<file path="config.mk">
export PLATFORM = sky130hd
export DESIGN_NAME = register_file
export DESIGN_NICKNAME = d
export VERILOG_FILES = /design/src/source/mips_ex_pkg.sv /design/src/source/register_file.sv
export VERILOG_INCLUDE_DIRS = /design/src /design/src/source
export SDC_FILE = /design/constraint.sdc
export NUM_CORES = 2
export LEC_CHECK = 0
export BUFFER_PORTS_ARGS = -buffer_cell sky130_fd_sc_hd__buf_2
export CAP_MARGIN = 20
export CELL_PAD_IN_SITES_DETAIL_PLACEMENT = 0
export CELL_PAD_IN_SITES_GLOBAL_PLACEMENT = 1
export CORE_MARGIN = 2
export CORE_UTILIZATION = 34
export CTS_CLUSTER_DIAMETER = 150
export DETAILED_ROUTE_END_ITERATION = 16
export PLACE_DENSITY = 0.61
export SLEW_MARGIN = 20
export SYNTH_ARGS = -nofsm -noshare
export SYNTH_HDL_FRONTEND = slang
export SYNTH_SLANG_ARGS = --single-unit
</file>
<file path="constraint.sdc">
create_clock -name clk -period 2.35 [get_ports clk]
set_clock_uncertainty 0.15 [all_clocks]
set_input_delay 0.235 -clock clk [delete_from_list [all_inputs] [get_ports clk]]
set_output_delay 0.235 -clock clk [all_outputs]
set_load 0.05 [all_outputs]
</file>
<file path="src/source/mips_ex_macros.svh">
`ifndef MIPS_EX_MACROS_SVH
`define MIPS_EX_MACROS_SVH

`define NB_DATA     32
`define NB_REG_ADDR 5
`define MEM_DEPTH   64

`define OP_RTYPE    6'b000000
`define OP_ADDI     6'b001000
`define OP_SLTI     6'b001010
`define OP_ANDI     6'b001100
`define OP_ORI      6'b001101
`define OP_XORI     6'b001110
`define OP_LUI      6'b001111
`define OP_LW       6'b100011
`define OP_SW       6'b101011

`define FN_ADD      6'b100000
`define FN_SUB      6'b100010
`define FN_AND      6'b100100
`define FN_OR       6'b100101
`define FN_XOR      6'b100110
`define FN_SLT      6'b101010
`define FN_SLL      6'b000000
`define FN_SRL      6'b000010

`endif

</file>
<file path="src/source/mips_ex_pkg.sv">
`include "mips_ex_macros.svh"

package mips_ex_pkg;

    typedef logic [`NB_DATA-1:0]     word_t;
    typedef logic [`NB_REG_ADDR-1:0] reg_idx_t;
    typedef logic [5:0]              alu_op_t;
    typedef logic [4:0]              shamt_t;

    // how the execute stage builds its alu operation
    typedef enum logic [1:0] {
        LOAD_STORE = 2'b00,
        BRANCH     = 2'b01,
        R_TYPE     = 2'b10,
        I_TYPE     = 2'b11
    } alu_class_t;

    typedef enum logic [1:0] {
        FWD_NONE  = 2'b00,
        FWD_MEMWB = 2'b10,
        FWD_EXMEM = 2'b11
    } fwd_sel_t;

endpackage

</file>
<file path="src/source/register_file.sv">
`include "mips_ex_macros.svh"

module register_file import mips_ex_pkg::*; (
    input  logic     clk,
    input  logic     i_rst_n,
    input  reg_idx_t i_rd_addr_a,
    input  reg_idx_t i_rd_addr_b,
    input  logic     i_wr_en,
    input  reg_idx_t i_wr_addr,
    input  word_t    i_wr_data,
    output word_t    o_rd_data_a,
    output word_t    o_rd_data_b
);

    localparam int NUM_REGS = 2**`NB_REG_ADDR;

    word_t regs [NUM_REGS];

    always_ff @(posedge clk or negedge i_rst_n) begin
        if (!i_rst_n) begin
            for (int i = 0; i < NUM_REGS; i++) begin
                regs[i] <= '0;
            end
        end else if (i_wr_en && (i_wr_addr != '0)) begin
            regs[i_wr_addr] <= i_wr_data;
        end
    end

    // same-cycle write is visible to the decoding instruction
    assign o_rd_data_a = (i_rd_addr_a == '0) ? '0 :
                         (i_wr_en && (i_wr_addr == i_rd_addr_a)) ? i_wr_data :
                         regs[i_rd_addr_a];
    assign o_rd_data_b = (i_rd_addr_b == '0) ? '0 :
                         (i_wr_en && (i_wr_addr == i_rd_addr_b)) ? i_wr_data :
                         regs[i_rd_addr_b];

endmodule

</file>
==> impl_metrics.ini <==
[synth]
syn_inst = 3673
ys_async_sr_fraction = 1.00
synthMuxAreaShare = 0.417
synth_top_area_share = 0.470
synth_area_sq_um = 54500
synth_seq_area_share = 0.470
synthTopCellsByArea = dfrtp_1 47%, mux2_2 19%, mux4_2 17%
synth_top_family_by_area = multiplexers
synth_nets = 3723
synth-seq-cells = 1024
yosysMostFrequentCell = dfrtp_1
yosysTopAreaCell = dfrtp_1
synthXorXnorAreaFrac = 0.00161
synth.avg_cell_area_sq_um = 14.9
synth_commonest_cells = 1,024 x dfrtp_1, 898 x mux2_2, 412 x mux4_2
ys.flop_type = dfrtp_1
synth_compound_area_frac = 0.0662
yosys.area_share.simple = 0.00938
synth-warning-count = 0
synthAdderAreaFrac = 0
synth_edf_count = 0
synth.distinct_cells = 53

[finish]
finalNonFillerCells = 6306
num-fill-cells = 14300
drive_gt1_frac = 0.589
multiInputGateArea_sq_um = 28600
largest_reg_flops = 1024
n_antenna_cell = 0
seq_area_sq_um = 25600
top_register = regs
largestRegisters = regs (1024)
fin_nets = 4193
syn2layout_area_growth_pct = 27.0

[timing]
worst_pin_slew_ps = 988
layout_setup_ws_ps = -772
period_needed_ps = 3120
post-route-period-util = 1.33
hold_viol = 0
grt_setup_unrepaired = true
relSlewSlack = 0.340
setup_viol = 64
fmax_ghz = 0.320
fin_setup_tns_ps = -37670
slew_violations = 0

[clock_network]
cts_sinks = 1024
clkTransAtPathRegs_ps = 60
clock_latency_ps = 760
cts_tree = done
clock-root-buffer = clkbuf_16
clockBufferDepth = 3
htreeDepth = 3
numCtsBuffers = 116

[floorplan]
io_pins = 114
initial_core_util = 0.343
die_w_um = 405
dieArea_sq_um = 164000
die_h_um = 405
rows = 146
core_area_sq_um = 159000

[outcome]
violations = setup timing
status = finished with violations

[critical_path]
worst-setup-path-type = reg2out
startpoint_type = flip-flop
cp_data_arrival_time_ps = 2740
cp-end-kind = output port
cp_max_fo = 2
required_ps = 1970

[place]
dp_hpwl_um = 135000
io_buffers = 113
dp_cells = 6044
place_congestion = 0.824

[routing]
vias = 37600
drtPass1Iterations = 5
wire_per_inst_um = 32.3
drtIter0Drc = 3274
routed_via_density = 5.96
wirelength_um = 204000
ant_nets = 0
drc = 0

[pwr]
p_leak_nw = 30.1
power.density_nw_per_um2 = 813
ir_drop_mv = 0.664

[global_routing]
grt_pass1_vias = 39000
grtUsageTotal = 0.249
antenna_found_initial = 4
overflow = 0
grt_max_degree = 115
grt_pass1_wl_um = 292000

[run]
drv_cap = 0

[min_path]
hold_class = in2reg
-- per-stage QoR --
step	worst slack, ps	total power, mW	area, sq um	hold WS [ps]	utilization
after floorplan	-61.3	31.4	54900	-211	-
after global placement	-815	36.1	63400	-12.2	0.399
after detailed placement	-773	36.4	63400	-12.6	0.399
after CTS	-817	56.5	69000	33.6	0.434
after global routing	-838	58.7	69300	70.5	0.436
final	-772	56.3	69300	90.6	0.436
-- logic make-up after synthesis --
family	after synthesis
compound gates	466
xor+xnor	10
buf+inv	438
flops	1024
mux	1634
simple gates	101
-- routing by layer --
metal / vias to the layer above / part of all wire / GRT usage
met5: - / 0.000059 / 0
met3: 344 / 0.066 / 0.0442
met1: 20500 / 0.44 / 0.350
met4: 2 / 0.035 / 0.0844
met2: 1391 / 0.46 / 0.388
li1: 15300 / - / -
-- timing repair --
item / CTS / global route
endpoints found under the hold margin: 1726 / 0
pin swaps: 136 / 28
cloned: 0 / 0
buffers inserted: 32 / 3
hold buffers: 31 / 0
setup endpoints to repair: 64 / 64
gates resized for setup: 254 / 38
-- placed cells by master (no fill, tap or decap), types with 34 or more instances in the layout --
master     instances
mux2_1            97
buf_4            477
buf_6             41
a21oi_1           44
buf_12           183
mux4_2           412
a21oi_2           36
dfrtp_1         1024
o22ai_1           41
clkbuf_16        117
mux2_2           895
buf_2             41
a22oi_1           66
mux2i_1          214
a22o_1            40
o221ai_1          35
clkbuf_8          34
-- worst paths after layout --
| kind | slack [ps] | from | end | cells past startpoint |
|---|---|---|---|---|
| max in group asynchronous | 250 | i_rst_n | regs[309]$_DFFE_PN0P_ | 4 |
| min in group asynchronous | 500 | i_rst_n | regs[695]$_DFFE_PN0P_ | 4 |
| setup / recovery | -770 | regs[559]$_DFFE_PN0P_ | o_rd_data_a[15] | 7 |
| setup reg to reg | 1180 | regs[527]$_DFFE_PN0P_ | regs[527]$_DFFE_PN0P_ | 3 |
| hold / removal | 90 | i_wr_data[19] | regs[147]$_DFFE_PN0P_ | 2 |
| hold reg to reg | 250 | regs[998]$_DFFE_PN0P_ | regs[998]$_DFFE_PN0P_ | 0 |
-- final cells by class --
cell class,count,area share
Clock inverter,30,0.00697
Sequential cell,1024,0.370
Timing Repair Buffer,789,0.122
Clock buffer,179,0.0505
Inverter,1,0.0000542
Multi-Input combinational cell,2211,0.413
Tap cell,2072,0.0374
-- power breakdown --
part | switching, mW | total, mW | leakage, nW | internal, mW
Combinational | 5.87 | 13.8 | 15.0 | 7.94
Sequential | 2.42 | 23.4 | 13.1 | 21.0
Clock | 7.81 | 19.1 | 1.95 | 11.3
Total | 16.1 | 56.3 | 30.1 | 40.2
-- worst max-delay path, stage by stage, from the launching register on --
cell and delay, ps:
dfrtp_1 410, mux4_2 470, a22o_1 270, a2111oi_4 200, a21oi_1 70, buf_4 180, a22o_4 230, buf_12 140
No activity file was read; power rests on OpenSTA's default activity.
