--- src/source/mips_ex_macros.svh ---
`ifndef MIPS_EX_MACROS_SVH
`define MIPS_EX_MACROS_SVH

`define NB_DATA     32
`define NB_REG_ADDR 5
`define MEM_DEPTH   64

`define OP_RTYPE    6'b000000
`define OP_ADDI     6'b001000
`define OP_SLTI     6'b001010
`define OP_ANDI     6'b001100
`define OP_ORI      6'b001101
`define OP_XORI     6'b001110
`define OP_LUI      6'b001111
`define OP_LW       6'b100011
`define OP_SW       6'b101011

`define FN_ADD      6'b100000
`define FN_SUB      6'b100010
`define FN_AND      6'b100100
`define FN_OR       6'b100101
`define FN_XOR      6'b100110
`define FN_SLT      6'b101010
`define FN_SLL      6'b000000
`define FN_SRL      6'b000010

`endif

--- src/source/mips_ex_pkg.sv ---
`include "mips_ex_macros.svh"

package mips_ex_pkg;

    typedef logic [`NB_DATA-1:0]     word_t;
    typedef logic [`NB_REG_ADDR-1:0] reg_idx_t;
    typedef logic [5:0]              alu_op_t;
    typedef logic [4:0]              shamt_t;

    // how the execute stage builds its alu operation
    typedef enum logic [1:0] {
        LOAD_STORE = 2'b00,
        BRANCH     = 2'b01,
        R_TYPE     = 2'b10,
        I_TYPE     = 2'b11
    } alu_class_t;

    typedef enum logic [1:0] {
        FWD_NONE  = 2'b00,
        FWD_MEMWB = 2'b10,
        FWD_EXMEM = 2'b11
    } fwd_sel_t;

endpackage

--- src/source/hazard_forward_unit.sv ---
module hazard_forward_unit import mips_ex_pkg::*; (
    input  reg_idx_t i_idex_rs,
    input  reg_idx_t i_idex_rt,
    input  reg_idx_t i_exmem_rd,
    input  logic     i_exmem_reg_write,
    input  logic     i_exmem_mem_read,
    input  reg_idx_t i_memwb_rd,
    input  logic     i_memwb_reg_write,
    input  reg_idx_t i_id_rs,
    input  reg_idx_t i_id_rt,
    input  reg_idx_t i_idex_rd,
    input  logic     i_idex_mem_read,
    output fwd_sel_t o_fw_a,
    output fwd_sel_t o_fw_b,
    output logic     o_stall
);

    logic exmem_fwd_ok;
    logic memwb_fwd_ok;

    // a load still in ex/mem only holds its address
    assign exmem_fwd_ok = i_exmem_reg_write && !i_exmem_mem_read && (i_exmem_rd != '0);
    assign memwb_fwd_ok = i_memwb_reg_write && (i_memwb_rd != '0);

    assign o_fw_a = (exmem_fwd_ok && (i_exmem_rd == i_idex_rs)) ? FWD_EXMEM :
                    (memwb_fwd_ok && (i_memwb_rd == i_idex_rs)) ? FWD_MEMWB :
                    FWD_NONE;
    assign o_fw_b = (exmem_fwd_ok && (i_exmem_rd == i_idex_rt)) ? FWD_EXMEM :
                    (memwb_fwd_ok && (i_memwb_rd == i_idex_rt)) ? FWD_MEMWB :
                    FWD_NONE;

    // load-use, hold the consumer one cycle
    assign o_stall = i_idex_mem_read && (i_idex_rd != '0) &&
                     ((i_idex_rd == i_id_rs) || (i_idex_rd == i_id_rt));

endmodule

--- config.mk ---
export PLATFORM = sky130hd
export DESIGN_NAME = hazard_forward_unit
export DESIGN_NICKNAME = d
export VERILOG_FILES = /design/src/source/mips_ex_pkg.sv /design/src/source/hazard_forward_unit.sv
export VERILOG_INCLUDE_DIRS = /design/src /design/src/source
export SDC_FILE = /design/constraint.sdc
export NUM_CORES = 1
export LEC_CHECK = 0
export ABC_AREA = 1
export BUFFER_PORTS_ARGS = -buffer_cell sky130_fd_sc_hd__buf_2
export CAP_MARGIN = 15
export CORE_AREA = 2 2 39 41
export DETAILED_ROUTE_END_ITERATION = 6
export DIE_AREA = 0 0 41 43
export PLACE_DENSITY = 0.87
export SLEW_MARGIN = 20
export SYNTH_ARGS = -nofsm -noshare
export SYNTH_HDL_FRONTEND = slang
export SYNTH_SLANG_ARGS = --single-unit
--- constraint.sdc ---
create_clock -name vclk -period 0.8
set_input_delay 0 -clock vclk [all_inputs]
set_output_delay 0 -clock vclk [all_outputs]
set_load 0.01 [all_outputs]
==> impl_metrics.py, run 1 <==
metrics = {
    "run_status": {
        "run_status": "completed",
    },
    "grt": {
        "grt_max_degree": 5,
        "grt_pass1_vias": 748,
        "grt_overflow": 0,
        "antenna_found_initial": 0,
        "grt_pass1_wl_mm": 2.546,
        "track_usage": 0.1968,
    },
    "detailed_routing": {
        "first_iter_violations": 8,
        "routedWlPerCell_um": 9.978,
        "drt_drc_violations_left": 0,
        "vias": 850,
        "drt_pass1_iterations": 4,
        "avgViaCountPerCell": 4.670,
        "ant_nets": 0,
        "drt_wl_total_mm": 1.816,
    },
    "pwr": {
        "power_mw": 0.4685,
        "swShare": 0.5340,
        "ir_worst_vdd_mv": 0.2219,
        "clock_power_share": 0,
        "power_frac_comb": 1.000,
        "p_per_area_nw_per_um2": 497.3,
        "intPower_mw": 0.2183,
        "pwr-share-seq": 0,
        "switchingPower_mw": 0.2502,
        "p_leak_nw": 0.5695,
    },
    "worst_setup_path": {
        "critPathLaunchType": "primary input",
        "arrival_ns": 0.78,
        "end_kind": "output port",
        "worstPathRequired_ns": 0.80,
        "worstSetupPathType": "primary input to output port",
        "crit_path_max_fanout": 3,
    },
    "placed_design": {
        "placedInstanceArea_um2": 823.3,
        "dp_cells": 182,
        "io_buffers": 44,
        "place_hpwl_mm": 1.532,
        "place_congestion": 0.7007,
    },
    "logic_synthesis": {
        "syn_nets": 161,
        "synthTopCellsByArea": "nand2_1, xor2_1, nor2_1, inv_1, nor3_2",
        "synth_area_um2": 583.1,
        "synth_cells": 122,
        "synth.yosys.seq_area_share": 0,
        "yosysWarningCount": 0,
        "ys_types": 13,
        "avgSynthCellArea_um2": 4.779,
        "synth_top_area_share": 0.3155,
        "synth_largest_area_cell": "nand2_1",
    },
    "layout": {
        "fin_cells": 182,
        "nNetsFinal": 207,
        "seq_area_um2": 0,
        "final_cell_mix": "nand2_1, buf_2, nor2_1",
        "num_antenna_cells": 0,
        "areaGrowthSynthToFinish_pct": 61.59,
        "final_common_cell": "nand2_1",
        "seq_cell_count": 0,
        "drive_gt1_frac": 0.4337,
        "num-clock-buffers": 0,
        "finalInstanceArea_um2": 942.2,
    },
    "sta": {
        "hold_viol_final": 0,
        "period_share": 0.9797,
        "tightest_slew_ns": 0.2516,
        "max_clock_freq_mhz": 1276,
        "slew_headroom": 0.8317,
        "setup_viol": 0,
        "finalCriticalPeriod_ns": 0.7838,
        "report.final.slew_viol_count": 0,
        "grt_setup_unrepaired": "yes",
    },
    "die": {
        "die_h_um": 43,
        "rows": 14,
        "core_um2": 1384,
        "dieArea_um2": 1763,
        "ios": 44,
        "chipWidth_um": 41,
        "start_util": 0.4213,
    },
    "cts": {
        "post_cts_buffers": 0,
        "ctsHoldBuffers": 0,
        "post_cts_resized": 0,
    },
    "min_path": {
        "worstHoldPathCells": 4,
        "hold_end": "o_stall",
        "hold_path.startpoint": "i_idex_mem_read",
        "hold_class": "primary input to output port",
    },
    "flow_run": {
        "drv_cap": 0,
    },
}
logic make-up (layout without fill, tap and decap cells):
group / Yosys count / count (layout) / synth area share
and+or+nand+nor: 82 / 82 / 0.6030
buffers and inverters: 23 / 67 / 0.1481
xor gates and xnor gates: 15 / 15 / 0.2253
AOI/OAI and AO/OA: 2 / 2 / 0.02360
worst max-delay path by stage:
| stage | from | endpoint | slack (ns) | cells after the start |
|---|---|---|---|---|
| 5_1_grt | i_exmem_rd[4] | o_fw_a[1] | -0.05 | 8 |
| 6_report | i_exmem_rd[4] | o_fw_b[1] | 0.02 | 8 |
| 4_1_cts | i_exmem_rd[4] | o_fw_a[1] | 0.01 | 8 |
| 2_1_floorplan | i_exmem_rd[2] | o_fw_a[0] | 0.32 | 4 |
| 3_5_place_dp | i_exmem_rd[4] | o_fw_a[1] | 0.01 | 8 |
| 3_3_place_gp | i_exmem_rd[0] | o_fw_b[1] | 0.06 | 8 |
cell type report:
cell class	count	area, um^2
multi-input cells	99	561.8
fillers	134	441.7
repair buffers	44	274.0
inverters	23	86.33
well taps	16	20.02
Yosys cell counts:
cell	number
inv_2	7
nor2_1	18
nand2_1	49
xor2_1	11
nand4_1	3
xnor2_1	4
inv_1	16
o21ai_0	1
nand2_2	1
nor3_2	4
a21oi_2	1
nand3_1	6
nor3_1	1
worst max-delay path, stage by stage:
cell,delay (ns)
buf_2,0.13
nor2_1,0.13
nand3_1,0.11
nand2_2,0.13
inv_2,0.05
nand3_1,0.06
nand2_1,0.05
buf_2,0.13
through the flow:
step	hold slack (ns)	setup slack, ns	TNS [ns]	utilization
after detailed placement	0.3450	0.01086	0	0.5949
after global placement	0.3418	0.06274	0	0.5949
after global routing	0.3574	-0.04683	-0.08049	0.6808
final	0.3424	0.01623	0	0.6808
after floorplan	0.1242	0.3152	0	-
after CTS	0.3464	0.01106	0	0.5949
layer usage:
| metal | up-vias | wire (um) | global-route usage |
|---|---|---|---|
| met4 | 0 | 17 | 0.05333 |
| met5 | - | 0 | 0 |
| met1 | 360 | 662 | 0.1835 |
| met2 | 39 | 983 | 0.4000 |
| li1 | 449 | - | - |
| met3 | 2 | 153 | 0.01571 |
power by group through the flow:
| stage | clock [mW] | sequential (mW) | combinational [mW] |
|---|---|---|---|
| 2_1_floorplan | 0 | 0 | 0.213 |
| 3_3_place_gp | 0 | 0 | 0.381 |
| 3_5_place_dp | 0 | 0 | 0.396 |
| 4_1_cts | 0 | 0 | 0.398 |
| 5_1_grt | 0 | 0 | 0.517 |
| 6_report | 0 | 0 | 0.468 |
Note: power is estimated with default switching activity, not from simulation.
==> run 2: changes to the inputs <==
--- a/config.mk
+++ b/config.mk
@@ -13,6 +13,7 @@
 export DETAILED_ROUTE_END_ITERATION = 6
 export DIE_AREA = 0 0 41 43
 export PLACE_DENSITY = 0.87
+export SETUP_SLACK_MARGIN = 0.02
 export SLEW_MARGIN = 20
 export SYNTH_ARGS = -nofsm -noshare
 export SYNTH_HDL_FRONTEND = slang
==> impl_metrics.py, run 2 (synthesis gave the netlist of run 1 again) <==
metrics = {
    "run_status": {
        "run_status": "completed",
    },
    "detailed_routing": {
        "ant_nets": 0,
        "first_iter_violations": 8,
        "wl_met1_um": 641,
        "met2_length_um": 963,
        "vias": 853,
        "drt_wl_total_mm": 1.771,
        "wl_met3_um": 148,
        "drt_pass1_iterations": 4,
        "avgViaCountPerCell": 4.687,
        "top_layer": "met4",
        "routedWlPerCell_um": 9.731,
        "drt_drc_violations_left": 0,
    },
    "sta": {
        "tightest_slew_ns": 0.2475,
        "report.final.slew_viol_count": 0,
        "finalCriticalPeriod_ns": 0.7480,
        "slew_headroom": 0.8344,
        "setup_viol": 0,
        "grt_setup_unrepaired": "yes",
        "hold_viol_final": 0,
        "max_clock_freq_mhz": 1337,
        "period_share": 0.9350,
    },
    "pwr": {
        "p_per_area_nw_per_um2": 491.9,
        "power_mw": 0.4763,
        "p_leak_nw": 0.5737,
        "ir_worst_vdd_mv": 0.2339,
    },
    "worst_setup_path": {
        "arrival_ns": 0.75,
        "end_kind": "output port",
        "worstSetupPathType": "primary input to output port",
        "critPathLaunchType": "primary input",
        "crit_path_max_fanout": 3,
        "worstPathRequired_ns": 0.80,
    },
    "die": {
        "dieArea_um2": 1763,
        "start_util": 0.4213,
        "core_um2": 1384,
        "ios": 44,
        "die_h_um": 43,
        "rows": 14,
        "chipWidth_um": 41,
    },
    "layout": {
        "postLayoutCoreUtil": 0.6998,
        "final_common_cell": "nand2_1",
        "num_antenna_cells": 0,
        "drive_gt1_frac": 0.4639,
        "nNetsFinal": 207,
        "multiInputGateArea_um2": 576.8,
        "fillers": 122,
        "areaGrowthSynthToFinish_pct": 66.09,
        "seq_cell_count": 0,
        "final_cell_mix": "nand2_1, buf_2, nor2_1",
        "num-clock-buffers": 0,
        "seq_area_um2": 0,
    },
    "min_path": {
        "worstHoldPathCells": 4,
        "hold_path.startpoint": "i_idex_mem_read",
        "hold_end": "o_stall",
        "hold_class": "primary input to output port",
    },
    "flow_run": {
        "drv_cap": 0,
    },
    "cts": {
        "post_cts_buffers": 0,
    },
    "placed_design": {
        "io_buffers": 44,
        "place_congestion": 0.7007,
        "place_hpwl_mm": 1.532,
    },
    "grt": {
        "grt_overflow": 0,
        "grt_pass1_vias": 758,
        "grt_max_degree": 5,
        "antenna_found_initial": 0,
        "grt_pass1_wl_mm": 2.580,
        "track_usage": 0.1998,
    },
}
-- run 2: cell counts in the layout (fill, tap and decap cells not counted) --
No cell type changed its count.
-- run 2: metal layers --
layer / track usage / up-vias
met5: 0 / -
met4: 0.06000 / 0
met3: 0.01571 / 2
met2: 0.4063 / 39
met1: 0.1835 / 363
li1: - / 449
-- run 2: how the worst max path moves through the flow --
stage,slack [ns],depth (start not counted),end,from
4_1_cts,0.02,8,o_fw_a[1],i_exmem_rd[0]
6_report,0.05,6,o_fw_b[0],i_exmem_rd[2]
3_3_place_gp,0.06,8,o_fw_b[1],i_exmem_rd[0]
5_1_grt,-0.008,8,o_fw_a[1],i_exmem_rd[1]
3_5_place_dp,0.01,8,o_fw_a[1],i_exmem_rd[4]
2_1_floorplan,0.32,4,o_fw_a[0],i_exmem_rd[2]
-- run 2: area by class of cell --
type | instances | area share
Tap cell | 16 | 0.02067
Timing Repair Buffer | 44 | 0.2946
Inverter | 23 | 0.08915
Multi-Input combinational cell | 99 | 0.5956
-- run 2: worst max-delay path, cell delays in order --
cell	delay, ns
buf_4	0.14
xor2_1	0.18
nor2_1	0.10
nand2_1	0.08
nor3_2	0.10
buf_2	0.15
-- run 2: what timing repair did --
action	in CTS	in global routing
pin swaps	0	21
hold buffers	0	0
gates resized for setup	1	42
setup endpoints to repair	1	4
-- run 2: power breakdown --
| group | leakage (nW) | internal, mW | switching [mW] | total [mW] |
|---|---|---|---|---|
| registers | 0 | 0 | 0 | 0 |
| clock network | 0 | 0 | 0 | 0 |
| logic | 0.574 | 0.226 | 0.251 | 0.476 |
-- run 2: per-stage QoR --
step	setup slack, ns	instance area, um^2	hold WS, ns	TNS (ns)	std cells
floorplan	0.3152	583.1	0.1242	0	122
global placement	0.06274	823.3	0.3418	0	182
detailed placement	0.01086	823.3	0.3450	0	182
CTS	0.02183	825.8	0.3464	0	182
global route	-0.008323	968.4	0.3574	-0.008323	182
finish	0.05197	968.4	0.3424	0	182
