===== src/source/mips_ex_macros.svh =====
`ifndef MIPS_EX_MACROS_SVH
`define MIPS_EX_MACROS_SVH

`define NB_DATA     32
`define NB_REG_ADDR 5
`define MEM_DEPTH   64

`define OP_RTYPE    6'b000000
`define OP_ADDI     6'b001000
`define OP_SLTI     6'b001010
`define OP_ANDI     6'b001100
`define OP_ORI      6'b001101
`define OP_XORI     6'b001110
`define OP_LUI      6'b001111
`define OP_LW       6'b100011
`define OP_SW       6'b101011

`define FN_ADD      6'b100000
`define FN_SUB      6'b100010
`define FN_AND      6'b100100
`define FN_OR       6'b100101
`define FN_XOR      6'b100110
`define FN_SLT      6'b101010
`define FN_SLL      6'b000000
`define FN_SRL      6'b000010

`endif


===== src/source/mips_ex_pkg.sv =====
`include "mips_ex_macros.svh"

package mips_ex_pkg;

    typedef logic [`NB_DATA-1:0]     word_t;
    typedef logic [`NB_REG_ADDR-1:0] reg_idx_t;
    typedef logic [5:0]              alu_op_t;
    typedef logic [4:0]              shamt_t;

    // how the execute stage builds its alu operation
    typedef enum logic [1:0] {
        LOAD_STORE = 2'b00,
        BRANCH     = 2'b01,
        R_TYPE     = 2'b10,
        I_TYPE     = 2'b11
    } alu_class_t;

    typedef enum logic [1:0] {
        FWD_NONE  = 2'b00,
        FWD_MEMWB = 2'b10,
        FWD_EXMEM = 2'b11
    } fwd_sel_t;

endpackage


===== src/source/alu.sv =====
`include "mips_ex_macros.svh"

module alu import mips_ex_pkg::*; (
    input  alu_op_t i_op,
    input  word_t   i_dato_a,
    input  word_t   i_dato_b,
    input  shamt_t  i_shamt,
    output word_t   o_result
);

    always_comb begin
        case (i_op)
            `FN_ADD, `OP_ADDI: begin
                o_result = i_dato_a + i_dato_b;
            end
            `FN_SUB: begin
                o_result = i_dato_a - i_dato_b;
            end
            `FN_AND, `OP_ANDI: begin
                o_result = i_dato_a & i_dato_b;
            end
            `FN_OR, `OP_ORI: begin
                o_result = i_dato_a | i_dato_b;
            end
            `FN_XOR, `OP_XORI: begin
                o_result = i_dato_a ^ i_dato_b;
            end
            `FN_SLT, `OP_SLTI: begin
                o_result = word_t'($signed(i_dato_a) < $signed(i_dato_b));
            end
            `FN_SLL: begin
                o_result = i_dato_b << i_shamt;
            end
            `FN_SRL: begin
                o_result = i_dato_b >> i_shamt;
            end
            // immediate arrives already shifted up
            `OP_LUI: begin
                o_result = i_dato_b;
            end
            default: begin
                o_result = '0;
            end
        endcase
    end

endmodule


===== src/source/instruction_execute.sv =====
`include "mips_ex_macros.svh"

module instruction_execute import mips_ex_pkg::*; (
    input  logic       clk,
    input  logic       i_rst_n,
    input  logic       i_halt,
    input  reg_idx_t   i_rs,
    input  reg_idx_t   i_rt,
    input  reg_idx_t   i_rd,
    input  word_t      i_reg_da,
    input  word_t      i_reg_db,
    input  word_t      i_immediate,
    input  alu_op_t    i_opcode,
    input  alu_op_t    i_func,
    input  shamt_t     i_shamt,
    input  logic       i_reg_dst,
    input  logic       i_mem2reg,
    input  logic       i_mem_read,
    input  logic       i_mem_write,
    input  logic       i_reg_write,
    input  logic       i_immediate_flag,
    input  alu_class_t i_alu_class,
    input  fwd_sel_t   i_fw_a,
    input  fwd_sel_t   i_fw_b,
    input  word_t      i_output_memwb,
    input  word_t      i_output_exmem,
    output logic       o_mem2reg,
    output logic       o_mem_read,
    output logic       o_mem_write,
    output logic       o_reg_write,
    output reg_idx_t   o_write_reg,
    output word_t      o_data4mem,
    output word_t      o_result
);

    localparam alu_op_t ALU_IDLE = 6'b111111;

    alu_op_t  alu_op;
    word_t    alu_dato_a;
    word_t    alu_dato_b;
    word_t    data4mem;
    word_t    alu_result;
    reg_idx_t write_reg;

    function automatic word_t pick_operand(
        input fwd_sel_t sel,
        input word_t    reg_val,
        input word_t    exmem_val,
        input word_t    memwb_val
    );
        case (sel)
            FWD_EXMEM: return exmem_val;
            FWD_MEMWB: return memwb_val;
            default:   return reg_val;
        endcase
    endfunction

    always_comb begin
        case (i_alu_class)
            LOAD_STORE: alu_op = `FN_ADD;
            R_TYPE:     alu_op = i_func;
            I_TYPE:     alu_op = i_opcode;
            default:    alu_op = ALU_IDLE;
        endcase
    end

    // r0 reads zero on every path
    assign alu_dato_a = (i_rs == '0) ? '0 :
                        pick_operand(i_fw_a, i_reg_da, i_output_exmem, i_output_memwb);
    assign data4mem   = (i_rt == '0) ? '0 :
                        pick_operand(i_fw_b, i_reg_db, i_output_exmem, i_output_memwb);
    // store data taken before the immediate swap
    assign alu_dato_b = i_immediate_flag ? i_immediate : data4mem;
    assign write_reg  = i_reg_dst ? i_rd : i_rt;

    alu alu_i (
        .i_op     (alu_op),
        .i_dato_a (alu_dato_a),
        .i_dato_b (alu_dato_b),
        .i_shamt  (i_shamt),
        .o_result (alu_result)
    );

    always_ff @(posedge clk or negedge i_rst_n) begin
        if (!i_rst_n) begin
            o_mem2reg   <= 1'b0;
            o_mem_read  <= 1'b0;
            o_mem_write <= 1'b0;
            o_reg_write <= 1'b0;
        end else if (!i_halt) begin
            o_mem2reg   <= i_mem2reg;
            o_mem_read  <= i_mem_read;
            o_mem_write <= i_mem_write;
            o_reg_write <= i_reg_write;
        end
    end

    always_ff @(posedge clk) begin
        if (!i_halt) begin
            o_write_reg <= write_reg;
            o_data4mem  <= data4mem;
            o_result    <= alu_result;
        end
    end

endmodule


===== config.mk =====
export PLATFORM = sky130hd
export DESIGN_NAME = instruction_execute
export DESIGN_NICKNAME = d
export VERILOG_FILES = /design/src/source/mips_ex_pkg.sv /design/src/source/alu.sv /design/src/source/instruction_execute.sv
export VERILOG_INCLUDE_DIRS = /design/src /design/src/source
export SDC_FILE = /design/constraint.sdc
export NUM_CORES = 1
export LEC_CHECK = 0
export BUFFER_PORTS_ARGS = -buffer_cell sky130_fd_sc_hd__buf_2
export CORE_ASPECT_RATIO = 2
export CORE_MARGIN = 2
export CORE_UTILIZATION = 45
export CTS_CLUSTER_SIZE = 28
export DETAILED_ROUTE_END_ITERATION = 10
export PLACE_DENSITY_LB_ADDON = 0.15
export SYNTH_ARGS = -nofsm -noshare
export SYNTH_HDL_FRONTEND = slang
export SYNTH_SLANG_ARGS = --single-unit
export TNS_END_PERCENT = 100

===== constraint.sdc =====
create_clock -name clk -period 1 [get_ports clk]
set_input_delay 0.3 -clock clk [delete_from_list [all_inputs] [get_ports clk]]
set_output_delay 0.3 -clock clk [all_outputs]
set_load 0.005 [all_outputs]

==> results of run 1 <==
layer usage:
layer | overflow | GRT usage
met3 | 0 | 0.451
met5 | 0 | 0.132
met4 | 101 | 0.729
met1 | 0 | 0.656
met2 | 144 | 0.928
stage by stage:
stage,utilization,setup TNS [ns],hold WS (ns),cells
4_1_cts,0.734,-112.21,0.152,2872
3_5_place_dp,0.683,-139.93,0.109,2831
3_3_place_gp,0.683,-137.59,0.105,2831
2_1_floorplan,-,-148.51,0.00441,1665
cell families after synthesis:
kind of cell    count (synthesis)  synth area share
buf+inv                       237            0.0705
simple gates                  450             0.151
mux                           245             0.227
compound gates                558             0.293
xor+xnor                        4           0.00262
fa+ha+maj                      98            0.0928
flops                          73             0.162
timing repair:
action,4_1_cts
hold buffers,1
setup buffers,25
pin swaps,83
resized for setup,195
endpoints found under the setup margin,137
gates cloned,1
endpoints found under the hold margin,4
==> summary.txt, run 1 <==
Yosys
  • Mapped Area: 0.0134 mm^2
  • Post-synthesis sequential area ratio: 0.162
  • Ys async rst share: 0.0548
  • Post-synth top cells: nand2_1 (172), nor2_1 (144), mux2i_1 (143), a21oi_1 (111), ha_1 (96)
  • Most common cell in the netlist: nand2_1
  • Register bit total from synthesis: 73
  • Ys flop type: edfxtp_1
  • Yosys top cell area share: 0.155
  • Synth warn: 0
  • Top cell type by total area after synthesis: edfxtp_1
  • Synthesized instance count: 1665
  • Unique cell type count in the Yosys netlist: 91
  • Syn_area_per_cell: 8.03 um^2
  • Syn_nets: slightly below 2000
  • Post-synth EDFFs: 69
  • Top cells by area, synth: edfxtp_1 (15%), mux2i_1 (11%), ha_1 (9.0%), mux4_2 (6.7%), nand2_1 (4.8%)

Floorplanning
  • Initial Util: 0.455
  • Rows: between 80 and 90
  • Die Y: 248 um
  • Ports: 280
  • Die W: 126 um

Clock tree
  • Root Driver: clkbuf_16
  • Cts bufs inserted: 9
  • Clock sink total: 73
  • CTS H-Tree Depth: 3
  • CTS Buffer Depth: 2

Run status
  • First error: [ERROR GRT-0116] Global routing finished with congestion. Check the congestion regions in the DRC Viewer.
  • Last stage: global routing (5_1_grt)
  • Status: aborted with a tool error

Place
  • Placed Area: 0.0201 mm^2
  • PortBufs: around 280
  • HPWL after DPL: between 70000 and 80000 um
  • Gpl congestion: 1.22
  • Pre-CTS setup slack: -3.31 ns

Global route
  • Pin count of the biggest net entering global routing: 45
  • GR Util All Layers: 0.686
  • Global-route wire length before repair: 163000 um
  • Grt ovf: 245
  • Via count of the first global-routing pass: 22200
==> run 2, diff against run 1 <==
--- a/config.mk
+++ b/config.mk
@@ -7,10 +7,8 @@
 export NUM_CORES = 1
 export LEC_CHECK = 0
 export BUFFER_PORTS_ARGS = -buffer_cell sky130_fd_sc_hd__buf_2
-export CORE_ASPECT_RATIO = 2
 export CORE_MARGIN = 2
-export CORE_UTILIZATION = 45
-export CTS_CLUSTER_SIZE = 28
+export CORE_UTILIZATION = 30
 export DETAILED_ROUTE_END_ITERATION = 10
 export PLACE_DENSITY_LB_ADDON = 0.15
 export SYNTH_ARGS = -nofsm -noshare
==> summary.txt, run 2 <==
Yosys
  • Yosys top cell area share: 0.155 (unchanged)
  • Ys async rst share: 0.0548 (unchanged)
  • Register bit total from synthesis: 73 (unchanged)
  • Synthesized instance count: 1665 (unchanged)
  • Post-synth EDFFs: 69 (unchanged)
  • Syn_nets: 1970 (unchanged)
  • Top cell type by total area after synthesis: edfxtp_1
  • Most common cell in the netlist: nand2_1
  • Mapped Area: 0.0134 mm^2 (unchanged)
  • Syn_area_per_cell: 8.03 um^2 (unchanged)
  • Post-synthesis sequential area ratio: 0.162 (unchanged)
  • Ys flop type: edfxtp_1
  • Post-synth top cells: nand2_1 (172), nor2_1 (144), mux2i_1 (143), a21oi_1 (111), ha_1 (96)
  • Unique cell type count in the Yosys netlist: 91 (unchanged)
  • Top cells by area, synth: edfxtp_1 (15%), mux2i_1 (11%), ha_1 (9.0%), mux4_2 (6.7%), nand2_1 (4.8%)
  • Synth warn: 0 (unchanged)

Critical path
  • Slowest-stage cell, CP: or4_4
  • R2R Setup Slk: between 0.2 and 0.25 ns
  • Buffers & Inverters on Critical Path: 3
  • Crit path max-delay family: compound AO/OA/AOI/OAI gates
  • Critical Path RT: 1.15 ns
  • Arrival @ worst endpoint: 3.99 ns
  • Critical path's largest stage delay: 0.56 ns
  • Setup crit end kind: flop
  • CP max FO: 7
  • Worst-path cell chain: buf_6, or4_4, o21bai_4, buf_12, buf_12, o21a_4, ha_4, a21o_1, a21o_1, a2111o_1, a2bb2oi_4, o2111ai_4, nand2_4, a21bo_2, a2111o_1, o32a_1
  • CP Launch Type: input pin
  • WS Path Type: in -> reg

Floorplanning
  • Die Y: 215 um (-13%)
  • Total Die Area: 0.0463 mm^2
  • Die W: 215 um (+71%)
  • Ports: 280 (unchanged)
  • Rows: 77 (-13%)
  • Initial Util: 0.303 (-0.152)
  • Placeable Area: 0.0441 mm^2

Drt
  • Routed WL: 83900 um
  • Routed len/inst: 26.0 um
  • Initial drt markers: about 1700
  • Residual DRC count: 0
  • Vias: around 18000
  • First-pass DRT Iterations: 6
  • ANT nets after route: 0
  • Via-to-Cell Ratio: 5.71

Clock tree
  • Clock sink total: 73 (unchanged)
  • Worst-path clk slew: 0.07 ns
  • CTS tree: yes
  • CTS Buffer Depth: 2 (unchanged)
  • Cts bufs inserted: 9 (unchanged)
  • Worst-Skew Late Latency: between 0.3 and 0.4 ns
  • CTS H-Tree Depth: 3 (unchanged)
  • Root Driver: clkbuf_16

Power and ir drop
  • Pwr dens: 1060 mW/mm^2
  • Sw power: between 10 and 15 mW
  • VDD IR-drop max: 0.764 mV
  • Comb pwr share: 0.689
  • Flop pwr share: 0.157
  • Leak Pwr: about 11 nW
  • Clock Power Share: 0.154
  • Pint: 14.2 mW
  • Net Sw Frac: 0.432

Final layout
  • Share of cells above drive strength 1: 0.547
  • Filler cell count: around 4300
  • Sequential cell area: 0.00217 mm^2
  • Multi-input logic area: 0.0118 mm^2
  • Area grow syn2layout: 76.0%
  • Utilization after layout: 0.533
  • Most frequent cells in the layout: buf_4 (721), buf_2 (275), nand2_1 (165)
  • Nets@finish: just under 3000
  • Design area: 0.0235 mm^2
  • Commonest non-fill, non-tap cell in the layout: buf_4

STA
  • Sum Neg Setup Slack: -115.32 ns
  • Final hold vios: 0
  • RSZ-0062 raised after global routing: true
  • Fin Hold WS: about 0.15 ns
  • Crit path time final: just under 4 ns
  • Fmax: 260 MHz
  • Slew Viols, Final: 0
  • Final period util: 3.85
  • Setup-failing EPs final: approximately 140
  • Normalized max-slew margin: 0.294
  • Final worst setup slack: -2.85 ns
  • Worst Skew: 0 ns
  • Slew at the pin with the worst max-slew slack: approximately 1.1 ns

Place
  • Placed Area: 0.0212 mm^2 (+5.4%)
  • Gpl congestion: 1.04 (-15%)
  • PortBufs: 279 (unchanged)
  • HPWL after DPL: 69300 um (-5.0%)

Global route
  • GR Util All Layers: 0.351
  • Grt ovf: 0
  • Via count of the first global-routing pass: around 18000
  • Initial antenna violation count: 1
  • Pin count of the biggest net entering global routing: 36
  • Global-route wire length before repair: 120000 um

Min path
  • Worst min path class: in -> reg

Job
  • Max-cap violations: 0

Run status
  • Failing checks: negative setup slack
  • Status: finished, violations left
[run 2: kinds of logic after synthesis]
logic type	synth area share
flip-flops	0.162
AND/OR/NAND/NOR	0.151
XOR/XNOR	0.00262
adder cells (fa/ha/maj)	0.0928
multiplexers	0.227
AO/OA/AOI/OAI	0.293
buffers and inverters	0.0705
[run 2: final cells by class]
cell class                      count  area share
Tap cell                          592      0.0315
Antenna cell                        1    0.000106
Timing Repair Buffer             1081       0.346
Clock buffer                        9     0.00957
Clock inverter                      7     0.00351
Sequential cell                    73      0.0923
Multi-Input combinational cell   1355       0.500
Inverter                          104      0.0172
[run 2: worst paths after layout]
check | start | endpoint | depth (start not counted)
max | i_rt[1] | o_result[31] | 16
max in group asynchronous | i_rst_n | o_reg_write | 2
min | i_mem2reg | o_mem2reg | 2
min in group asynchronous | i_rst_n | o_mem2reg | 2
min reg2reg | o_mem2reg | o_mem2reg | 1
max reg2reg | o_mem_write | o_mem_write | 1
[run 2: stage by stage]
stage | power (mW) | std cells | setup slack (ns)
final | 25.0 | 3222 | -2.85
after global routing | 26.1 | 3222 | -2.93
after CTS | 23.6 | 3187 | -2.80
after detailed placement | 18.6 | 3139 | -3.61
after global placement | 18.6 | 3139 | -3.54
after floorplan | 10.4 | 1665 | -2.92
[run 2: what timing repair did]
item,4_1_cts,5_1_grt
setup buffers,28,43
gates cloned,3,2
endpoints found under the setup margin,137,137
hold buffers,1,0
resized for setup,145,169
pin swaps,67,108
endpoints found under the hold margin,4,0
[run 2: power groups by stage]
| stage | Combinational, mW | Clock (mW) | Sequential (mW) |
|---|---|---|---|
| global placement | 14.6 | 0 | 4.00 |
| detailed placement | 14.6 | 0 | 4.00 |
| floorplan | 6.42 | 0 | 4.03 |
| CTS | 15.7 | 3.94 | 3.94 |
| global route | 18.1 | 4.02 | 3.96 |
| finish | 17.2 | 3.85 | 3.94 |
[run 2: layer usage]
metal	wire length, um	vias up	GRT usage
met4	4850	0	0.192
met3	6820	182	0.0463
met5	0	-	0
met2	36100	878	0.533
li1	-	8273	-
met1	36100	9072	0.480
No activity file was read; power rests on OpenSTA's default activity.
