`config.mk`:
```
export PLATFORM = sky130hd
export DESIGN_NAME = control_unit
export DESIGN_NICKNAME = d
export VERILOG_FILES = /design/src/source/mips_ex_pkg.sv /design/src/source/control_unit.sv
export VERILOG_INCLUDE_DIRS = /design/src /design/src/source
export SDC_FILE = /design/constraint.sdc
export NUM_CORES = 1
export LEC_CHECK = 0
export BUFFER_PORTS_ARGS = -buffer_cell sky130_fd_sc_hd__clkbuf_2
export CAP_MARGIN = 20
export CORE_MARGIN = 1
export CORE_UTILIZATION = 30
export DETAILED_ROUTE_END_ITERATION = 12
export PLACE_DENSITY = 0.94
export SLEW_MARGIN = 20
export SYNTH_ARGS = -nofsm -noshare
export SYNTH_HDL_FRONTEND = slang
export SYNTH_SLANG_ARGS = --single-unit
```
`constraint.sdc`:
```
create_clock -name vclk -period 1.2
set_input_delay 0.06 -clock vclk [all_inputs]
set_output_delay 0.06 -clock vclk [all_outputs]
set_load 0.005 [all_outputs]
```
`src/source/mips_ex_macros.svh`:
```
`ifndef MIPS_EX_MACROS_SVH
`define MIPS_EX_MACROS_SVH

`define NB_DATA     32
`define NB_REG_ADDR 5
`define MEM_DEPTH   64

`define OP_RTYPE    6'b000000
`define OP_ADDI     6'b001000
`define OP_SLTI     6'b001010
`define OP_ANDI     6'b001100
`define OP_ORI      6'b001101
`define OP_XORI     6'b001110
`define OP_LUI      6'b001111
`define OP_LW       6'b100011
`define OP_SW       6'b101011

`define FN_ADD      6'b100000
`define FN_SUB      6'b100010
`define FN_AND      6'b100100
`define FN_OR       6'b100101
`define FN_XOR      6'b100110
`define FN_SLT      6'b101010
`define FN_SLL      6'b000000
`define FN_SRL      6'b000010

`endif

```
`src/source/mips_ex_pkg.sv`:
```
`include "mips_ex_macros.svh"

package mips_ex_pkg;

    typedef logic [`NB_DATA-1:0]     word_t;
    typedef logic [`NB_REG_ADDR-1:0] reg_idx_t;
    typedef logic [5:0]              alu_op_t;
    typedef logic [4:0]              shamt_t;

    // how the execute stage builds its alu operation
    typedef enum logic [1:0] {
        LOAD_STORE = 2'b00,
        BRANCH     = 2'b01,
        R_TYPE     = 2'b10,
        I_TYPE     = 2'b11
    } alu_class_t;

    typedef enum logic [1:0] {
        FWD_NONE  = 2'b00,
        FWD_MEMWB = 2'b10,
        FWD_EXMEM = 2'b11
    } fwd_sel_t;

endpackage

```
`src/source/control_unit.sv`:
```
`include "mips_ex_macros.svh"

module control_unit import mips_ex_pkg::*; (
    input  word_t      i_instr,
    output reg_idx_t   o_rs,
    output reg_idx_t   o_rt,
    output reg_idx_t   o_rd,
    output alu_op_t    o_opcode,
    output alu_op_t    o_func,
    output shamt_t     o_shamt,
    output word_t      o_immediate,
    output logic       o_reg_dst,
    output logic       o_mem2reg,
    output logic       o_mem_read,
    output logic       o_mem_write,
    output logic       o_reg_write,
    output logic       o_immediate_flag,
    output alu_class_t o_alu_class
);

    logic [15:0] imm16;

    assign o_opcode = i_instr[31:26];
    assign o_rs     = i_instr[25:21];
    assign o_rt     = i_instr[20:16];
    assign o_rd     = i_instr[15:11];
    assign o_shamt  = i_instr[10:6];
    assign o_func   = i_instr[5:0];
    assign imm16    = i_instr[15:0];

    always_comb begin
        o_immediate      = {{(`NB_DATA-16){imm16[15]}}, imm16};
        o_reg_dst        = 1'b0;
        o_mem2reg        = 1'b0;
        o_mem_read       = 1'b0;
        o_mem_write      = 1'b0;
        o_reg_write      = 1'b0;
        o_immediate_flag = 1'b0;
        o_alu_class      = BRANCH;
        case (o_opcode)
            `OP_RTYPE: begin
                o_reg_dst   = 1'b1;
                o_reg_write = 1'b1;
                o_alu_class = R_TYPE;
            end
            `OP_ADDI, `OP_SLTI: begin
                o_reg_write      = 1'b1;
                o_immediate_flag = 1'b1;
                o_alu_class      = I_TYPE;
            end
            // logical immediates are zero extended
            `OP_ANDI, `OP_ORI, `OP_XORI: begin
                o_immediate      = word_t'(imm16);
                o_reg_write      = 1'b1;
                o_immediate_flag = 1'b1;
                o_alu_class      = I_TYPE;
            end
            `OP_LUI: begin
                o_immediate      = {imm16, {(`NB_DATA-16){1'b0}}};
                o_reg_write      = 1'b1;
                o_immediate_flag = 1'b1;
                o_alu_class      = I_TYPE;
            end
            `OP_LW: begin
                o_mem2reg        = 1'b1;
                o_mem_read       = 1'b1;
                o_reg_write      = 1'b1;
                o_immediate_flag = 1'b1;
                o_alu_class      = LOAD_STORE;
            end
            `OP_SW: begin
                o_mem_write      = 1'b1;
                o_immediate_flag = 1'b1;
                o_alu_class      = LOAD_STORE;
            end
            // unknown opcode runs as a nop
            default: begin
                o_alu_class = BRANCH;
            end
        endcase
    end

endmodule

```
==> summary.md, run 1 <==
| Metric | Value |
|---|---|
| Status | `completed` |
| Hold Buf Count CTS | `0` |
| Crit Path Category | `input port to output port` |
| Post-CTS sizing | `0` |
| Worst slack, placed | `around 0.038 ns` |
| Global-route wire length before repair | `slightly below 3 mm` |
| GPL Wtd Cong | `0.691` |
| Final worst slack | `between 0.04 and 0.05 ns` |
| Synth Area in Compound Gates | `22.7%` |
| Cell Area, Synth | `roughly 660 µm²` |
| RSZ-0062 raised after global routing | `no` |
| Cells after Synth | `between 80 and 90` |
| Via density | `4.43` |
| Critical Path AT | `1.10 ns` |
| Largest family of logic cells by synthesized area | `buffers and inverters` |
| Final Setup Violations | `0` |
| Synth area leader | `buf_4` |
| Mapped Nets | `between 100 and 150` |
| Setup TNS Final | `0 ns` |
| Simple-gate portion of the synthesized area | `roughly 34%` |
| # port buffers | `84` |
| Hold slack | `~0.12 ns` |
| Post-route ant nets | `0` |
| DRT iter0 DRCs | `4` |
| Area growth syn-to-layout | `32.3%` |
| Total die area | `2380 µm²` |
| Worst setup path start | `i_instr[30]` |
| Post-synthesis sequential area ratio | `0%` |
| Multiplexer area fraction after synthesis | `0%` |
| CP Capture Type | `output port` |
| Worst endpoint required time | `approximately 1.1 ns` |
| Max-cap check violation count | `0` |
| Gr ovfl total | `0` |
| Vias in the first global route | `between 600 and 700` |
| Fillers | `about 220` |
| Core Util, Final | `a little over two fifths` |
| Die height | `approximately 49 µm` |
| Most frequent cells after synthesis | `33 x buf_4, 17 x and2_1, 10 x a21o_1, 5 x a21o_2, 4 x nor2_1` |
| Via count | `about 750` |
| Share of cells above drive strength 1 | `between 60% and 70%` |
| GRT Util Overall | `14.2%` |
| Synth cell types | `25` |
| Largest net degree at the start of global routing | `17` |
| Storage cell area | `0 µm²` |
| Period utilisation layout | `a little over nine tenths` |
| CP max FO | `15` |
| Design Power | `0.000278 W` |
| Peak VDD IR | `around 140 µV` |
| Yosys Warn Count | `0` |
| Cells taking the most area after synthesis | `buf_4 38%, and2_1 16%, a21o_1 11%` |
| DRC | `0` |
| Final nets | `175` |
| Post-CTS Setup Bufs | `0` |
| Max Clk Rate | `roughly 0.87 GHz` |
| # diodes | `0` |
| Ports | `roughly 100` |
| Seq cells | `0` |
| Core area | `roughly 2000 µm²` |
| Adder-Cell Fraction of Synth Area | `0%` |
| Avg Cell Area, Syn | `around 7.4 µm²` |
| Leakage | `roughly 0.57 nW` |
| Antenna violations before repair | `0` |
| Final Slew Violations | `0` |
| Post-synth top area share | `a little under two fifths` |
| Routed len/inst | `roughly 11 µm` |
| Most common cell in the netlist | `buf_4` |
| Hold Path Class | `input port to output port` |
| Crit path launch type | `input port` |
| Drt pass-1 iters | `3` |
| Hold Startpoint | `i_instr[21]` |
| Power Dens Cells | `approximately 320 nW/µm²` |
| Die W | `around 49 µm` |
| Routed WL | `~1.8 mm` |
| Final hold vios | `0` |
| Site row count | `16` |
| Hpwl dp | `about 1.6 mm` |
| Xor/xnor share of the synthesized area | `0%` |
| Slew headroom | `75.8%` |
| CLK BUF | `0` |
| Worst Max-Slew Pin Slew | `~0.36 ns` |
| Minimum period implied by the final worst setup slack | `about 1.2 ns` |
| Initial core utilization | `between 30% and 40%` |
==> layout make-up <==
type / count / area (µm²) / share of cell area [%]
multi-input cells: 52 / 375 / 43.3
repair buffers: 89 / 458 / 52.8
well taps: 27 / 33.8 / 3.90
==> where the power goes <==
part           switching, W  leakage, nW  internal (W)
Clock                     0            0             0
Combinational      0.000126        0.572      0.000153
Sequential                0            0             0
Total              0.000126        0.572      0.000153
==> cells by family after synthesis <==
| logic type | Yosys count |
|---|---|
| compound gates | 19 |
| buf+inv | 37 |
| simple gates | 33 |
==> cell usage in the layout, fill, tap and decap left out, drive strengths merged <==
master,count
a21boi,1
a21o,15
a21oi,1
and2,17
and2b,1
and3,1
and4bb,1
buf,5
clkbuf,84
nand2,1
nand2b,1
nand3,1
nand3b,1
nand4b,1
nor2,4
nor3,1
nor4b,1
o211a,1
o21bai,1
or4,1
or4b,1
==> metrics by stage <==
stage | area (µm²) | std cells
after floorplan | 656 | 89
after global placement | 862 | 168
after detailed placement | 862 | 168
after CTS | 862 | 168
after global routing | 867 | 168
final | 867 | 168
==> worst max-delay path, cell delays in order <==
cell and delay, ns:
clkbuf_2 0.12, and4bb_4 0.36, and2b_4 0.24, a21o_2 0.20
clkbuf_2 0.11
==> routing by layer <==
layer	vias to the layer above	wire [µm]	track usage (%)
met1	324	709	15.5
met2	48	922	28.0
met4	0	2	0.980
met3	2	213	3.46
li1	371	-	-
met5	-	0	0
==> worst paths after layout <==
path / depth (start not counted) / end / slack (ns)
max: 5 / o_immediate[25] / 0.04
min: 0 / o_rs[0] / 0.12
Power figures use the tool's default switching activity.
==> run 2: changes to the inputs <==
- BUFFER_PORTS_ARGS: -buffer_cell sky130_fd_sc_hd__clkbuf_2 -> -buffer_cell sky130_fd_sc_hd__buf_2
- GPL_TIMING_DRIVEN: not set -> 1
- clock period: 1.2 -> 1.15 ns (I/O delays scaled with it)
==> summary.md, run 2 (same netlist as run 1, synthesis figures left out) <==
| Metric | Value |
|---|---|
| Global-route wire length before repair | `2.86 mm (was 2.90 mm)` |
| Most frequent cells in the layout | `82 x buf_2, 17 x and2_1, 10 x a21o_1 (was 84 x clkbuf_2, 17 x and2_1, 10 x a21o_1)` |
| Critical Path AT | `1.08 ns (was 1.10 ns)` |
| CLK BUF | `0 (unchanged)` |
| Final worst slack | `0.0148 ns (was 0.0445 ns)` |
| Hold Path End | `o_rs[0] (unchanged)` |
| Die height | `48.8 µm (unchanged)` |
| Antenna violations before repair | `0 (unchanged)` |
| Drt pass-1 iters | `4 (was 3)` |
| Seq cells | `0 (unchanged)` |
| Final Slew Violations | `0 (unchanged)` |
| Slew headroom | `77.8% (was 75.8%)` |
| Via density | `4.48 (was 4.43)` |
| Final Setup Violations | `0 (unchanged)` |
| Via count | `775 (was 745)` |
| Hold Path Class | `input port to output port (unchanged)` |
| Post-route ant nets | `0 (unchanged)` |
| Crit Path Category | `input port to output port (unchanged)` |
| Worst Max-Slew Pin Slew | `0.329 ns (was 0.358 ns)` |
| Fillers | `197 (was 224)` |
| Max-cap check violation count | `0 (unchanged)` |
| Total die area | `2380 µm² (unchanged)` |
| Die W | `48.8 µm (unchanged)` |
| CP max FO | `8 (was 15)` |
| Hold Startpoint | `i_instr[21] (unchanged)` |
| Peak VDD IR | `151 µV (was 143 µV)` |
| Commonest non-fill, non-tap cell in the layout | `buf_2 (was clkbuf_2)` |
| Design Power | `0.000307 W (was 0.000278 W)` |
| Gr ovfl total | `0 (unchanged)` |
| Multi-input gate area | `393 µm² (was 375 µm²)` |
| DRT iter0 DRCs | `7 (was 4)` |
| Period utilisation layout | `98.7%` |
| Power Dens Cells | `329 nW/µm² (was 321 nW/µm²)` |
| Storage cell area | `0 µm² (unchanged)` |
| Initial core utilization | `32.8% (unchanged)` |
| Max Clk Rate | `0.881 GHz` |
| Routed len/inst | `11.7 µm (was 11.0 µm)` |
| Hold Buf Count CTS | `0 (unchanged)` |
| Area growth syn-to-layout | `42.0% (was 32.3%)` |
| Hpwl dp | `1.51 mm (was 1.56 mm)` |
| Leakage | `0.593 nW (was 0.572 nW)` |
| Share of cells above drive strength 1 | `70.5% (was 69.5%)` |
| Ports | `104 (unchanged)` |
| Setup TNS Final | `0 ns (unchanged)` |
| Final hold vios | `0 (unchanged)` |
| RSZ-0062 raised after global routing | `yes (was no)` |
| Final nets | `180 (was 175)` |
| DRC | `0 (unchanged)` |
| Hold slack | `0.115 ns (was 0.120 ns)` |
| GRT Util Overall | `14.2% (unchanged)` |
| Routed WL | `2.02 mm (was 1.85 mm)` |
| # port buffers | `84 (unchanged)` |
| Status | `completed (unchanged)` |
| # diodes | `0 (unchanged)` |
| Core area | `2000 µm² (unchanged)` |
| Core Util, Final | `46.5% (was 43.3%)` |
| Minimum period implied by the final worst setup slack | `about 1.1 ns` |
| Hold depth | `0 (unchanged)` |
| Worst slack, placed | `-0.0289 ns (was 0.0384 ns)` |
| Vias in the first global route | `619 (was 655)` |
| Site row count | `16 (unchanged)` |
| CP Capture Type | `output port (unchanged)` |
| Crit path launch type | `input port (unchanged)` |
| Largest net degree at the start of global routing | `17 (unchanged)` |
| GPL Wtd Cong | `0.670 (was 0.691)` |
| Worst endpoint required time | `1.09 ns (was 1.14 ns)` |
==> run 2: critical path: stages <==
cell      delay (ns)
buf_8           0.10
and4bb_4        0.37
and2b_4         0.23
a21o_2          0.19
buf_2           0.12
==> run 2: worst max-delay path by stage <==
stage	from	to	slack, ns	cells past startpoint
after floorplan	i_instr[30]	o_immediate[16]	0.19	4
after global placement	i_instr[30]	o_immediate[25]	0.002	5
after detailed placement	i_instr[30]	o_immediate[25]	-0.03	5
after CTS	i_instr[30]	o_immediate[29]	0.006	5
after global routing	i_instr[30]	o_immediate[7]	-0.02	6
final	i_instr[30]	o_immediate[25]	0.01	5
==> run 2: per-layer routing <==
layer | GRT usage, % | share of wire, %
met2 | 28.0 | 50
met4 | 0.980 | 0.099
met1 | 15.5 | 39
met5 | 0 | 0
met3 | 3.46 | 11
==> run 2: where the power goes <==
part	internal [W]	switching (W)
combinational	0.000174	0.000133
sequential	0	0
clock	0	0
total	0.000174	0.000133
==> run 2: final cells by class <==
type / instances / share of cell area [%]
well taps: 27 / 3.63
repair buffers: 92 / 54.2
multi-input cells: 54 / 42.2
==> run 2: what timing repair did <==
action                                  in CTS  in global routing
endpoints found under the setup margin       5                 32
gates cloned                                 1                  2
pin swaps                                    2                  2
buffers inserted                             0                  1
resized for setup                            2                  8
==> run 2: metrics by stage <==
| step | instances | instance area (µm²) |
|---|---|---|
| global route | 173 | 931 |
| detailed placement | 169 | 870 |
| finish | 173 | 931 |
| global placement | 169 | 870 |
| floorplan | 89 | 656 |
| CTS | 170 | 885 |
==> run 3: changes to the inputs <==
- ABC_AREA: not set -> 1
- CORE_UTILIZATION: 30 -> 31
==> summary.md, run 3 <==
| Metric | Value |
|---|---|
| Cell Area, Synth | `702 µm² (was 656 µm²)` |
| Period utilisation layout | `85.7% (was 98.7%)` |
| Yosys Warn Count | `0 (unchanged)` |
| Largest net degree at the start of global routing | `17 (unchanged)` |
| Post-CTS sizing | `0 (was 2)` |
| Worst endpoint required time | `1.09 ns (about the same)` |
| Leakage | `0.672 nW (was 0.593 nW)` |
| Hold Startpoint | `i_instr[24] (was i_instr[21])` |
| Crit path launch type | `input port (unchanged)` |
| RSZ-0062 raised after global routing | `no (was yes)` |
| Max-cap check violation count | `0 (unchanged)` |
| DRT iter0 DRCs | `10 (was 7)` |
| Reg power frac | `0% (about the same)` |
| Antenna violations before repair | `0 (unchanged)` |
| Global-route wire length before repair | `3.06 mm (was 2.86 mm)` |
| Hold depth | `0 (unchanged)` |
| Combinational Power Share | `100.0% (about the same)` |
| Crit Path Category | `input port to output port (unchanged)` |
| Max Clk Rate | `1.01 GHz (was 0.881 GHz)` |
| Synth cell types | `12 (was 25)` |
| Peak VDD IR | `166 µV (was 151 µV)` |
| Post-synthesis sequential area ratio | `0% (unchanged)` |
| Final Setup Violations | `0 (unchanged)` |
| Power Dens Cells | `324 nW/µm² (was 329 nW/µm²)` |
| Final nets | `212 (was 180)` |
| Drt pass-1 iters | `4 (unchanged)` |
| Cells after Synth | `130 (was 89)` |
| Setup TNS Final | `0 ns (unchanged)` |
| Initial core utilization | `34.4% (was 32.8%)` |
| Worst slack, placed | `0.164 ns (was -0.0289 ns)` |
| Final hold vios | `0 (unchanged)` |
| Minimum period implied by the final worst setup slack | `0.985 ns (was 1.14 ns)` |
| Final worst slack | `0.165 ns (was 0.0148 ns)` |
| Commonest non-fill, non-tap cell in the layout | `buf_2 (unchanged)` |
| Slew headroom | `77.7% (was 77.8%)` |
| Synth area leader | `buf_4 (unchanged)` |
| Routed WL | `1.84 mm (was 2.02 mm)` |
| Share of cells above drive strength 1 | `51.7% (was 70.5%)` |
| Hold Path Class | `input port to output port (unchanged)` |
| # diodes | `0 (unchanged)` |
| Ports | `104 (unchanged)` |
| Cells taking the most area after synthesis | `buf_4 36%, nand3_1 15%, inv_1 13% (was buf_4 38%, and2_1 16%, a21o_1 11%)` |
| Vias in the first global route | `712 (was 619)` |
| Final Slew Violations | `0 (unchanged)` |
| Gr ovfl total | `0 (unchanged)` |
| Avg Cell Area, Syn | `5.40 µm² (was 7.37 µm²)` |
| Multi-input gate area | `325 µm² (was 393 µm²)` |
| Worst Max-Slew Pin Slew | `0.333 ns (was 0.329 ns)` |
| Seq cells | `0 (unchanged)` |
| Most frequent cells after synthesis | `34 x buf_4, 24 x inv_1, 21 x nand2_1, 21 x nand3_1, 20 x nor2_1 (was 33 x buf_4, 17 x and2_1, 10 x a21o_1, 5 x a21o_2, 4 x nor2_1)` |
| DRC | `0 (unchanged)` |
| Hold Buf Count CTS | `0 (unchanged)` |
| Area growth syn-to-layout | `25.5% (was 42.0%)` |
| Routed len/inst | `9.00 µm (was 11.7 µm)` |
| Mapped Nets | `162 (was 121)` |
| Fillers | `238 (was 197)` |
| CLK BUF | `0 (unchanged)` |
| Switch share | `53.0% (was 43.2%)` |
| Total die area | `2460 µm² (was 2380 µm²)` |
| CP max FO | `15 (was 8)` |
| Post-CTS Setup Bufs | `0 (unchanged)` |
| Die height | `49.6 µm (was 48.8 µm)` |
| Post-synth top area share | `36.4% (was 37.8%)` |
| CP Capture Type | `output port (unchanged)` |
| Most common cell in the netlist | `buf_4 (unchanged)` |
| Critical Path AT | `0.93 ns (was 1.08 ns)` |
| Die W | `49.6 µm (was 48.8 µm)` |
| Via count | `877 (was 775)` |
| Storage cell area | `0 µm² (unchanged)` |
| NetSw | `0.000151 W (was 0.000133 W)` |
| Hpwl dp | `1.49 mm (was 1.51 mm)` |
| Most frequent cells in the layout | `84 x buf_2, 24 x inv_1, 21 x nand2_1, 21 x nand3_1, 20 x nor2_1 (was 82 x buf_2, 17 x and2_1, 10 x a21o_1)` |
| Hold Path End | `o_rs[3] (was o_rs[0])` |
| GPL Wtd Cong | `0.685 (was 0.670)` |
| Clock power share | `0% (about the same)` |
| Status | `completed (unchanged)` |
| Site row count | `16 (unchanged)` |
| Core area | `2040 µm² (was 2000 µm²)` |
| # port buffers | `84 (unchanged)` |
| Via density | `4.28 (was 4.48)` |
| Int Power | `0.000134 W (was 0.000174 W)` |
| Post-route ant nets | `0 (unchanged)` |
| GRT Util Overall | `14.9% (was 14.2%)` |
[run 3: cell count changes after synthesis, sizes merged, moves of 2 or more]
cell	delta
inv	+25
nand2	+23
nand3	+20
nor2	+19
and2	-17
a21o	-15
buf	+2
clkbuf	-2
[run 3: worst max-delay path by stage]
stage | from | end
3_3_place_gp | i_instr[26] | o_immediate[22]
3_5_place_dp | i_instr[31] | o_immediate[22]
6_report | i_instr[31] | o_immediate[22]
5_1_grt | i_instr[29] | o_immediate[28]
4_1_cts | i_instr[31] | o_immediate[22]
2_1_floorplan | i_instr[31] | o_immediate[16]
[run 3: power by group through the flow]
stage	clock, W	sequential (W)	combinational (W)
2_1_floorplan	0	0	0.000201
3_3_place_gp	0	0	0.000282
3_5_place_dp	0	0	0.000287
4_1_cts	0	0	0.000288
5_1_grt	0	0	0.000322
6_report	0	0	0.000285
[run 3: stage by stage]
stage	area, µm²	instances	total power (W)	hold WS, ns	util (%)
finish	881	205	0.000285	0.115	43.1
detailed placement	881	205	0.000287	0.115	43.1
CTS	881	205	0.000288	0.115	43.1
global placement	881	205	0.000282	0.115	43.1
floorplan	702	130	0.000201	0.186	-
global route	881	205	0.000322	0.115	43.1
[run 3: routing by layer]
layer | share of wire (%) | wire (µm) | GRT usage (%)
met1 | 42 | 775 | 15.2
met2 | 47 | 873 | 32.0
met3 | 9.7 | 178 | 1.54
met4 | 0.92 | 17 | 1.90
met5 | 0 | 0 | 0
[run 3: logic make-up after synthesis]
group	synth area share [%]
buffers and inverters	53.7
and+or+nand+nor	46.3
[run 3: final cells by class]
| cell class | instances | share of cell area, % |
|---|---|---|
| Timing Repair Buffer | 85 | 48.6 |
| Multi-Input combinational cell | 68 | 36.9 |
| Inverter | 25 | 10.7 |
| Tap cell | 27 | 3.84 |
[run 3: critical path: stages]
cell and delay, ns:
buf_2 0.12, nor2_4 0.19, nand2_4 0.10, nand2_2 0.23, nand2_1 0.10, buf_2 0.13
